--- src/logic/isa_pkg.sv ---
`default_nettype none

package isa_pkg;

    typedef logic [31:0] word_t; // Instruction, address or immediate
    typedef logic [4:0]  reg_idx_t;

    typedef enum logic [5:0] {
        OP_NONE = 6'd0,
        OP_LUI,
        OP_AUIPC,
        OP_JAL,
        OP_JALR,
        OP_BEQ, OP_BNE, OP_BLT, OP_BGE, OP_BLTU, OP_BGEU,
        OP_LB, OP_LH, OP_LW, OP_LBU, OP_LHU,
        OP_SB, OP_SH, OP_SW,
        OP_ADDI, OP_SLTI, OP_SLTIU, OP_XORI, OP_ORI, OP_ANDI,
        OP_SLLI, OP_SRLI, OP_SRAI,
        OP_ADD, OP_SUB, OP_SLL, OP_SLT, OP_SLTU,
        OP_XOR, OP_SRL, OP_SRA, OP_OR, OP_AND
    } op_t;

    typedef enum logic [2:0] {
        FMT_NONE = 3'd0, // Illegal or unused encoding
        FMT_U,
        FMT_J,
        FMT_B,
        FMT_S,
        FMT_R,
        FMT_I
    } fmt_t;

    // Major opcodes, low two bits included
    localparam logic [6:0] OPC_LUI    = 7'b0110111;
    localparam logic [6:0] OPC_AUIPC  = 7'b0010111;
    localparam logic [6:0] OPC_JAL    = 7'b1101111;
    localparam logic [6:0] OPC_JALR   = 7'b1100111;
    localparam logic [6:0] OPC_BRANCH = 7'b1100011;
    localparam logic [6:0] OPC_STORE  = 7'b0100011;
    localparam logic [6:0] OPC_OP     = 7'b0110011;
    localparam logic [6:0] OPC_OP_IMM = 7'b0010011;
    localparam logic [6:0] OPC_LOAD   = 7'b0000011;

endpackage

`default_nettype wire

--- src/logic/pipe_pkg.sv ---
`default_nettype none

package pipe_pkg;

    // Unit besides the ROB that takes the instruction
    typedef enum logic [1:0] {
        UNIT_ROB = 2'd0,
        UNIT_LSB,
        UNIT_RS
    } unit_t;

    typedef struct packed {
        logic           valid;
        isa_pkg::word_t inst;
        isa_pkg::word_t addr;
        logic           jump_pred;
    } fetch_t;

    typedef struct packed {
        logic rob;
        logic lsb;
        logic rs;
    } full_t;

    typedef struct packed {
        isa_pkg::op_t      op;
        unit_t             unit;
        logic              jump_pred;
        isa_pkg::reg_idx_t rd;
        isa_pkg::reg_idx_t rs1;
        isa_pkg::reg_idx_t rs2;
        isa_pkg::word_t    imm;
        isa_pkg::word_t    addr;
    } dec_pkt_t;

endpackage

`default_nettype wire

--- src/logic/op_decode.sv ---
`timescale 1ns/100ps
`default_nettype none

module op_decode (
    input  isa_pkg::word_t    inst,
    output isa_pkg::op_t      op,
    output isa_pkg::fmt_t     fmt,
    output pipe_pkg::unit_t   unit,
    output isa_pkg::reg_idx_t rd,
    output isa_pkg::reg_idx_t rs1,
    output isa_pkg::reg_idx_t rs2
);
    logic [2:0] funct3;
    logic       alt; // Bit 30 picks SUB, SRA, SRAI

    assign funct3 = inst[14:12];
    assign alt    = inst[30];

    always_comb begin
        op  = isa_pkg::OP_NONE;
        fmt = isa_pkg::FMT_NONE;
        case (inst[6:0])
            isa_pkg::OPC_LUI: begin
                op  = isa_pkg::OP_LUI;
                fmt = isa_pkg::FMT_U;
            end
            isa_pkg::OPC_AUIPC: begin
                op  = isa_pkg::OP_AUIPC;
                fmt = isa_pkg::FMT_U;
            end
            isa_pkg::OPC_JAL: begin
                op  = isa_pkg::OP_JAL;
                fmt = isa_pkg::FMT_J;
            end
            isa_pkg::OPC_JALR: begin
                fmt = isa_pkg::FMT_I;
                if (funct3 == 3'b000) begin
                    op = isa_pkg::OP_JALR;
                end
            end
            isa_pkg::OPC_BRANCH: begin
                fmt = isa_pkg::FMT_B;
                case (funct3)
                    3'b000:  op = isa_pkg::OP_BEQ;
                    3'b001:  op = isa_pkg::OP_BNE;
                    3'b100:  op = isa_pkg::OP_BLT;
                    3'b101:  op = isa_pkg::OP_BGE;
                    3'b110:  op = isa_pkg::OP_BLTU;
                    3'b111:  op = isa_pkg::OP_BGEU;
                    default: op = isa_pkg::OP_NONE;
                endcase
            end
            isa_pkg::OPC_LOAD: begin
                fmt = isa_pkg::FMT_I;
                case (funct3)
                    3'b000:  op = isa_pkg::OP_LB;
                    3'b001:  op = isa_pkg::OP_LH;
                    3'b010:  op = isa_pkg::OP_LW;
                    3'b100:  op = isa_pkg::OP_LBU;
                    3'b101:  op = isa_pkg::OP_LHU;
                    default: op = isa_pkg::OP_NONE;
                endcase
            end
            isa_pkg::OPC_STORE: begin
                fmt = isa_pkg::FMT_S;
                case (funct3)
                    3'b000:  op = isa_pkg::OP_SB;
                    3'b001:  op = isa_pkg::OP_SH;
                    3'b010:  op = isa_pkg::OP_SW;
                    default: op = isa_pkg::OP_NONE;
                endcase
            end
            isa_pkg::OPC_OP_IMM: begin
                fmt = isa_pkg::FMT_I;
                case (funct3)
                    3'b000: op = isa_pkg::OP_ADDI;
                    3'b001: op = isa_pkg::OP_SLLI;
                    3'b010: op = isa_pkg::OP_SLTI;
                    3'b011: op = isa_pkg::OP_SLTIU;
                    3'b100: op = isa_pkg::OP_XORI;
                    3'b101: begin
                        if (alt) begin
                            op = isa_pkg::OP_SRAI;
                        end else begin
                            op = isa_pkg::OP_SRLI;
                        end
                    end
                    3'b110: op = isa_pkg::OP_ORI;
                    3'b111: op = isa_pkg::OP_ANDI;
                endcase
            end
            isa_pkg::OPC_OP: begin
                fmt = isa_pkg::FMT_R;
                case (funct3)
                    3'b000: begin
                        if (alt) begin
                            op = isa_pkg::OP_SUB;
                        end else begin
                            op = isa_pkg::OP_ADD;
                        end
                    end
                    3'b001: op = isa_pkg::OP_SLL;
                    3'b010: op = isa_pkg::OP_SLT;
                    3'b011: op = isa_pkg::OP_SLTU;
                    3'b100: op = isa_pkg::OP_XOR;
                    3'b101: begin
                        if (alt) begin
                            op = isa_pkg::OP_SRA;
                        end else begin
                            op = isa_pkg::OP_SRL;
                        end
                    end
                    3'b110: op = isa_pkg::OP_OR;
                    3'b111: op = isa_pkg::OP_AND;
                endcase
            end
            default: ;
        endcase
        if (op == isa_pkg::OP_NONE) begin
            fmt = isa_pkg::FMT_NONE; // Reserved funct3 decodes as illegal
        end
    end

    always_comb begin
        rd  = '0;
        rs1 = '0;
        rs2 = '0;
        case (fmt)
            isa_pkg::FMT_U, isa_pkg::FMT_J: begin
                rd = inst[11:7];
            end
            isa_pkg::FMT_B, isa_pkg::FMT_S: begin
                rs1 = inst[19:15];
                rs2 = inst[24:20];
            end
            isa_pkg::FMT_R: begin
                rd  = inst[11:7];
                rs1 = inst[19:15];
                rs2 = inst[24:20];
            end
            isa_pkg::FMT_I: begin
                rd  = inst[11:7];
                rs1 = inst[19:15];
            end
            default: ;
        endcase
    end

    always_comb begin
        case (op)
            isa_pkg::OP_LUI, isa_pkg::OP_AUIPC, isa_pkg::OP_JAL: begin
                unit = pipe_pkg::UNIT_ROB;
            end
            isa_pkg::OP_LB, isa_pkg::OP_LH, isa_pkg::OP_LW, isa_pkg::OP_LBU,
            isa_pkg::OP_LHU, isa_pkg::OP_SB, isa_pkg::OP_SH, isa_pkg::OP_SW: begin
                unit = pipe_pkg::UNIT_LSB;
            end
            default: unit = pipe_pkg::UNIT_RS; // Illegal ops also go to RS
        endcase
    end

endmodule

`default_nettype wire

--- src/logic/imm_gen.sv ---
`timescale 1ns/100ps
`default_nettype none

module imm_gen (
    input  isa_pkg::word_t inst,
    input  isa_pkg::fmt_t  fmt,
    output isa_pkg::word_t imm
);
    logic is_shift;

    // SLLI, SRLI, SRAI carry a shamt instead of a signed immediate
    assign is_shift = (inst[6:0] == isa_pkg::OPC_OP_IMM) && (inst[13:12] == 2'b01);

    always_comb begin
        case (fmt)
            isa_pkg::FMT_U: begin
                imm = {inst[31:12], 12'b0};
            end
            isa_pkg::FMT_J: begin
                imm = {{12{inst[31]}}, inst[19:12], inst[20], inst[30:21], 1'b0};
            end
            isa_pkg::FMT_B: begin
                imm = {{20{inst[31]}}, inst[7], inst[30:25], inst[11:8], 1'b0};
            end
            isa_pkg::FMT_S: begin
                imm = {{21{inst[31]}}, inst[30:25], inst[11:7]};
            end
            isa_pkg::FMT_I: begin
                if (is_shift) begin
                    imm = {27'b0, inst[24:20]};
                end else begin
                    imm = {{21{inst[31]}}, inst[30:20]};
                end
            end
            default: imm = '0; // R type and illegal
        endcase
    end

endmodule

`default_nettype wire

--- src/logic/decode_ctrl.sv ---
`timescale 1ns/100ps
`default_nettype none

module decode_ctrl (
    input  logic               clk,
    input  logic               rst,
    input  logic               rdy,
    input  logic               flush,
    input  logic               fet_valid,
    input  pipe_pkg::full_t    full,
    input  pipe_pkg::dec_pkt_t next_pkt,
    output logic               dec_ready,
    output pipe_pkg::dec_pkt_t dec,
    output logic               stall
);
    logic unit_full; // Target unit of the held packet is full

    always_comb begin
        case (dec.unit)
            pipe_pkg::UNIT_LSB: unit_full = full.lsb;
            pipe_pkg::UNIT_RS:  unit_full = full.rs;
            default:            unit_full = 1'b0; // ROB only
        endcase
    end

    // Every instruction needs a ROB slot
    assign stall = dec_ready && (full.rob || unit_full);

    always_ff @(posedge clk) begin
        if (rdy) begin
            if (rst) begin
                dec_ready <= 1'b0;
                dec       <= '0;
            end else if (flush) begin
                dec_ready <= 1'b0; // Wins over stall
            end else if (!stall) begin
                dec_ready <= fet_valid;
                if (fet_valid) begin
                    dec <= next_pkt;
                end
            end
        end
    end

endmodule

`default_nettype wire

--- src/logic/decoder_top.sv ---
`timescale 1ns/100ps
`default_nettype none

module decoder_top (
    input  logic               clk,
    input  logic               rst,
    input  logic               rdy,
    input  logic               flush,
    input  pipe_pkg::fetch_t   fet,
    input  pipe_pkg::full_t    full,
    output logic               dec_ready,
    output pipe_pkg::dec_pkt_t dec,
    output logic               stall
);
    isa_pkg::op_t       op;
    isa_pkg::fmt_t      fmt;
    pipe_pkg::unit_t    unit;
    isa_pkg::reg_idx_t  rd;
    isa_pkg::reg_idx_t  rs1;
    isa_pkg::reg_idx_t  rs2;
    isa_pkg::word_t     imm;
    pipe_pkg::dec_pkt_t next_pkt;

    op_decode u_op_decode (
        .inst (fet.inst),
        .op   (op),
        .fmt  (fmt),
        .unit (unit),
        .rd   (rd),
        .rs1  (rs1),
        .rs2  (rs2)
    );

    imm_gen u_imm_gen (
        .inst (fet.inst),
        .fmt  (fmt),
        .imm  (imm)
    );

    assign next_pkt = '{op: op, unit: unit, jump_pred: fet.jump_pred, rd: rd,
                        rs1: rs1, rs2: rs2, imm: imm, addr: fet.addr};

    decode_ctrl u_decode_ctrl (
        .clk       (clk),
        .rst       (rst),
        .rdy       (rdy),
        .flush     (flush),
        .fet_valid (fet.valid),
        .full      (full),
        .next_pkt  (next_pkt),
        .dec_ready (dec_ready),
        .dec       (dec),
        .stall     (stall)
    );

endmodule

`default_nettype wire

--- config.mk ---
export PLATFORM = sky130hd
export DESIGN_NAME = decoder_top
export DESIGN_NICKNAME = d
export VERILOG_FILES = /design/src/logic/isa_pkg.sv /design/src/logic/pipe_pkg.sv /design/src/logic/op_decode.sv /design/src/logic/imm_gen.sv /design/src/logic/decode_ctrl.sv /design/src/logic/decoder_top.sv
export SDC_FILE = /design/constraint.sdc
export NUM_CORES = 1
export LEC_CHECK = 0
export ABC_AREA = 1
export BUFFER_PORTS_ARGS = -buffer_cell sky130_fd_sc_hd__buf_2
export CORE_MARGIN = 2
export CORE_UTILIZATION = 45
export CTS_BUF_LIST = sky130_fd_sc_hd__clkbuf_8
export DETAILED_ROUTE_END_ITERATION = 7
export PLACE_DENSITY_LB_ADDON = 0.15
export SYNTH_ARGS = -nofsm -noshare
export SYNTH_HDL_FRONTEND = slang
export SYNTH_SLANG_ARGS = --single-unit
--- constraint.sdc ---
create_clock -name clk -period 11.4 [get_ports clk]
set_input_delay 0.57 -clock clk [delete_from_list [all_inputs] [get_ports clk]]
set_output_delay 0.57 -clock clk [all_outputs]
set_load 0.05 [all_outputs]
* Yosys cells after proc, flatten, opt, wreduce, memory -nomap -nowiden *
Memory sizes are Yosys's and may differ from the RTL's.
Index checks and enable logic that the tools add are counted.

storage, ports and cells
  memories kept = 1
  output and inout port bits = 90
  register bits = 89
  bits in read-only memories = 64
  bits of input ports = 73

operators by class
  multiplexer cells = 23
  equal/unequal tests = 28
  reduce and logical (&&, ||, !) cells = 14

memories
  memory            depth  bits a word  read ports  clocked after Yosys merged registers in  write ports  line              text
  (name not given)  32     2            1           0                                        0            op_decode.sv:150  case (op)

operators by type and width
  kind                                           count
  two-way mux 88 bit                             3
  one-hot mux 32 bit (5 select lines)            1
  one-hot mux 6 bit (8 select lines)             2
  one-hot mux 6 bit (9 select lines)             1
  two-way mux 32 bit                             1
  one-hot mux 4 bit (6 select lines)             1
  == test 3 bit, second input constant           7
  == test 7 x 6 -> 1 bit, second input constant  3
  == test 7 bit, second input constant           3
  one-hot mux 4 bit (5 select lines)             1
  one-hot mux 3 bit (6 select lines)             1
  two-way mux 5 bit                              3
  one-hot mux 5 bit (3 select lines)             1
  == test 7 x 5 -> 1 bit, second input constant  2
  == test 3 x 2 -> 1 bit, second input constant  4
  OR reduction 4 bit                             2
  == test 7 x 2 -> 1 bit, second input constant  1
  == test 3 x 1 -> 1 bit, second input constant  2
  logical NOT 6 bit                              1
  two-way mux 3 bit                              2
  OR reduction 3 bit                             2
  == test 2 x 1 -> 1 bit, second input constant  2
  two-way mux 1 bit                              4
  inequality test 2 bit, second input constant   2
  11 further kinds                               13

* Longest topological paths before layout *
  word-level depth = 11
  depth in mapped cells = 22
  depth with buffers taken out = 19

* Cells and area by module *
From an unflattened synthesis, not the netlist that was laid out.

second synthesis, totals
  cells, all modules = 598
  area total of the unflattened synthesis = 5068.6 µm²

modules (own cells, without submodules)
  module       instances  area an instance (µm²)  cells each
  decode_ctrl  1          3520.9                  300
  op_decode    1          969.7                   176
  imm_gen      1          578.1                   122

* Least setup slack after synthesis *
OpenSTA, ideal clock, no wires.

  path kind = reg2reg
  from = register, netlist name u_decode_ctrl.dec[80]
  to = register, netlist name u_decode_ctrl.dec[0]
  arrival time = 3.753 ns
  buffers on the path = 0
  cell stages (with the launch flop) = 9
  period minus slack after synthesis = 4.206 ns
  required time = 10.947 ns
  slack = 7.194 ns
  cell sequence = edfxtp_1 -> inv_1 -> ha_1 -> a21oi_1 -> or2_2 -> nand2_1 -> inv_1 -> nor2_1 -> o21a_1

on the way
  word-level cells in the longest chain between the ends = 6

ends and longest elaborated chain
  item                                                     line               text
  == test 2 bit or == test 2 x 1 -> 1 bit (tied branches)  decode_ctrl.sv:19  case (dec.unit)
  one-hot mux 1 bit (2 select lines) (*)                   decode_ctrl.sv:19
  logical OR 1 bit (*)                                     decode_ctrl.sv:27  assign stall = dec_ready && (full.rob || unit_full);
  logical AND 1 bit (*)                                    decode_ctrl.sv:27
  net stall                                                decoder_top.sv:13  output logic stall
  inequality test 2 bit (no source line) (*)               -
  AND reduction 4 bit (no source line) (*)                 -

The timed path passes the listed nets; every way through them passes the cells marked *.
A chain may end at the register's enable or synchronous reset.

* Final worst setup path *
  from = input port fet[35] (netlist bit)
  to = register, netlist name u_decode_ctrl.dec[58]

on the way
  word-level cells in the longest chain between the ends = 9

ends and longest elaborated chain
  item                                                                     line                               text
  start: declaration                                                       decoder_top.sv:9                   input pipe_pkg::fetch_t fet,
  == test 7 x 6 -> 1 bit, or another cell as far along                     op_decode.sv:22                    case (inst[6:0])
  one-hot mux 6 bit (9 select lines), or another cell as far along         op_decode.sv:22
  logical NOT 6 bit or one-hot mux 3 bit (6 select lines) (tied branches)  op_decode.sv:119, op_decode.sv:22
  two-way mux 3 bit                                                        op_decode.sv:119                   if (op == isa_pkg::OP_NONE) begin
  == test 3 bit, or another cell as far along                              imm_gen.sv:15                      case (fmt)
  one-hot mux 32 bit (5 select lines) (*)                                  imm_gen.sv:15
  two-way mux 88 bit (*)                                                   decode_ctrl.sv:38                  if (fet_valid) begin
  two-way mux 88 bit (*)                                                   decode_ctrl.sv:36                  end else if (!stall) begin
  two-way mux 88 bit (*)                                                   decode_ctrl.sv:34                  end else if (flush) begin

Mark *: on every way between the ends. The rest lies on a longest branch, timed or not. The select of a mux whose other input is x is not followed.

==> flow_summary.json <==
{
  "fp.dieW_um": 105.4,
  "crit_slowest_cell": "ha_1",
  "ctsHoldBuffers": 0,
  "p_per_area_nw_per_um2": 126.4,
  "synth_top_cell_by_area": "edfxtp_1",
  "first_global_vias": 3512,
  "die_area_um2": 11100,
  "drt_iter0_drc": 161,
  "worst-r2r-cell-count": 9,
  "ys_types": 33,
  "crit_start": "fet[35]",
  "grt_use_total_pct": 19.35,
  "core_area_um2": 10140,
  "vias_per_cell": 4.718,
  "ir_drop_mv": 0.05062,
  "synth_fp_nets": 568,
  "critPathLaunchType": "primary input",
  "clock_latency_ns": 0.35,
  "die_h_um": 105.4,
  "cts_buffer_depth": 2,
  "reg2reg_from": "u_decode_ctrl.dec[80]$_SDFFCE_PP0P_",
  "area_growth_pct": 22.46,
  "outcome": "completed",
  "synthTopCellsByCount": "98 x nor2_1, 89 x edfxtp_1, 79 x nand2_1, 78 x inv_1, 20 x nand3_1",
  "slew_headroom_pct": 38.70,
  "drv_slew": 0,
  "dpl.hpwl_mm": 7.997,
  "gr-total-overflow": 0,
  "setup_viol": 0,
  "start_util_pct": 45.61,
  "min_period_ns": 3.342,
  "grt_max_degree": 77,
  "postCtsSetupBuffers": 0,
  "top_level_ports": 163,
  "yosysMostFrequentCell": "nor2_1",
  "worstPathMaxFanout": 17,
  "cap_viol_max_count": 0,
  "whs_ns": 0.4946,
  "routedWlPerCell_um": 13.63,
  "port_buffers": 162,
  "switchingPower_uw": 211.0,
  "ys.flop_type": "edfxtp_1",
  "worst_pin_slew_ns": 0.9195,
  "synthArstFlopShare_pct": 0,
  "cp_common_cell": "nand2_1",
  "finalNonFillerCells": 783,
  "numClockSinks": 89,
  "htreeDepth": 3,
  "worstSetupEndpoint": "u_decode_ctrl.dec[58]$_SDFFCE_PP0P_",
  "holdCritPathClass": "primary input to flip-flop",
  "p_leak_uw": 0.002673,
  "crit_path_end_kind": "flip-flop",
  "slowest_delay_ns": 0.45,
  "yosys_warnings": 0,
  "drc": 0,
  "cts_buffers": 9,
  "rrSetupSlack_ns": 8.71,
  "post-route-period-util_pct": 29.32,
  "rsz0062_at_grt": "false",
  "p_clk_share_pct": 28.1,
  "r2r-end": "u_decode_ctrl.dec[46]$_SDFFCE_PP0P_",
  "combPwrFrac_pct": 18.4,
  "gp_congestion": 0.9487,
  "netlist_area_um2": 4624,
  "vias": 3694,
  "ys_seq_area_share_pct": 57.79,
  "swShare_pct": 29.48,
  "root_buffer": "clkbuf_8",
  "nets": 723,
  "synth_edf_count": 89,
  "antenna_left": 0,
  "synth_top_area_share_pct": 57.79,
  "fmax_mhz": 299.2,
  "path_class": "primary input to flip-flop",
  "grt_pass1_wl_mm": 16.90,
  "syn_area_per_cell_um2": 9.457,
  "antenna_found_initial": 0,
  "crit_chain": "buf_2 > nor2_1 > nand2_2 > nor2_2 > o21ai_0 > nand2_1 > nor2_2 > nand2_1 > nor2_4 > a21oi_1 > inv_1 > ha_1 > o211ai_1 > nand3_1 > nand2_1 > nand2_1",
  "fin_setup_tns_ns": 0,
  "synth_area_leaders": "edfxtp_1 58%, nor2_1 8.0%, nand2_1 6.4%",
  "p_seq_share_pct": 53.5,
  "cts_resized": 0,
  "clock_skew_ns": 0.009248,
  "cts_tree": "yes",
  "worstPathRequired_ns": 11.49,
  "drive_gt1_share_pct": 34.16,
  "ys_seq_elements": 89,
  "hold_viol_final": 0,
  "place_inst": 769,
  "first_pass_iters": 5,
  "syn_inst": 489,
  "cts.clk_slew.worst_paths_ns": 0.09,
  "internal-power_uw": 504.7,
  "rows": 37,
  "wirelength_mm": 10.68,
  "worstPathArrival_ns": 3.43,
  "n_antenna_cell": 0
}
-- cells in the final DEF (no fill, tap or decap) --
| master | n |
|---|---|
| nand3b_1 | 1 |
| nor3_1 | 5 |
| nor2_1 | 98 |
| clkinv_2 | 1 |
| a21oi_2 | 8 |
| clkbuf_8 | 9 |
| nand3_1 | 20 |
| a311oi_1 | 1 |
| a21oi_1 | 7 |
| o21ai_2 | 2 |
| ha_1 | 6 |
| o21ai_0 | 5 |
| o21a_4 | 1 |
| o211ai_1 | 10 |
| nor2_2 | 6 |
| inv_2 | 6 |
| inv_1 | 79 |
| bufinv_16 | 1 |
| buf_4 | 1 |
| o21ai_1 | 9 |
| nand4_1 | 12 |
| or2_2 | 2 |
| o31ai_1 | 1 |
| nand3_4 | 1 |
| nand2_8 | 1 |
| clkinv_1 | 1 |
| nand2_4 | 3 |
| nand2_1 | 79 |
| buf_2 | 162 |
| a31oi_1 | 2 |
| nand2_2 | 11 |
| clkinvlp_4 | 1 |
| edfxtp_1 | 89 |
| a21boi_0 | 1 |
| nor2_4 | 3 |
| nand4_2 | 1 |
| nand3_2 | 1 |
-- worst max-delay path: cells and delay by family --
kind,cells,cell delay [ns]
buf+inv,2,0.23
fa+ha+maj,1,0.45
compound gates,3,0.73
simple gates,10,1.43
-- routing by layer --
layer | vias up | GRT usage (%) | routed length, um | part of all wire, %
met2 | 102 | 34.38 | 5502 | 52
met1 | 1686 | 23.53 | 4527 | 42
li1 | 1896 | - | - | -
met4 | 0 | 5.810 | 140 | 1.3
met5 | - | 0 | 0 | 0
met3 | 10 | 4.082 | 504 | 4.7
-- registers in the layout (all words and copies together), names as in the netlist --
name	flops
u_decode_ctrl.dec	88
u_decode_ctrl.dec_ready	1
-- layout make-up --
cell class | instances | area (um2)
clock buffers | 9 | 123.9
repair buffers | 163 | 818.3
flip-flops and latches | 89 | 2673
clock inverters | 5 | 50.05
inverters | 84 | 315.3
well taps | 136 | 170.2
fillers | 950 | 4476
multi-input cells | 297 | 1513
-- logic make-up after synthesis --
| kind of cell | share of synthesized area (%) |
|---|---|
| buffers and inverters | 9.659 |
| adder cells (fa/ha/maj) | 1.623 |
| AND/OR/NAND/NOR | 24.19 |
| flip-flops | 57.79 |
| AO/OA/AOI/OAI | 6.737 |
-- power groups by stage --
| stage | Combinational [uW] | Sequential, uW | Clock [uW] |
|---|---|---|---|
| floorplan | 31.6 | 454 | 0 |
| global placement | 131 | 390 | 0 |
| detailed placement | 132 | 391 | 0 |
| CTS | 133 | 383 | 206 |
| global route | 140 | 385 | 217 |
| finish | 132 | 383 | 201 |
-- worst min-delay path by stage --
stage / from / end / slack, ns / depth (start not counted)
after global placement: u_decode_ctrl.dec_ready$_SDFFCE_PP0P_ / u_decode_ctrl.dec_ready$_SDFFCE_PP0P_ / 0.69 / 3
final: fet[22] / u_decode_ctrl.dec[21]$_SDFFCE_PP0P_ / 0.49 / 3
after detailed placement: u_decode_ctrl.dec_ready$_SDFFCE_PP0P_ / u_decode_ctrl.dec_ready$_SDFFCE_PP0P_ / 0.72 / 3
after global routing: fet[10] / u_decode_ctrl.dec[9]$_SDFFCE_PP0P_ / 0.49 / 3
after CTS: fet[9] / u_decode_ctrl.dec[8]$_SDFFCE_PP0P_ / 0.48 / 3
after floorplan: fet[1] / u_decode_ctrl.dec[0]$_SDFFCE_PP0P_ / 0.76 / 2
-- through the flow --
| stage | setup WS, ns | total power [uW] | cell area (um2) | util, % |
|---|---|---|---|---|
| 6_report | 8.058 | 715.7 | 5663 | 55.86 |
| 5_1_grt | 7.733 | 742.5 | 5663 | 55.86 |
| 4_1_cts | 8.103 | 722.3 | 5663 | 55.86 |
| 3_5_place_dp | 7.718 | 523.1 | 5489 | 54.14 |
| 3_3_place_gp | 7.828 | 521.5 | 5489 | 54.14 |
| 2_1_floorplan | 7.194 | 485.8 | 4624 | - |
Note: power is estimated with default switching activity, not from simulation.
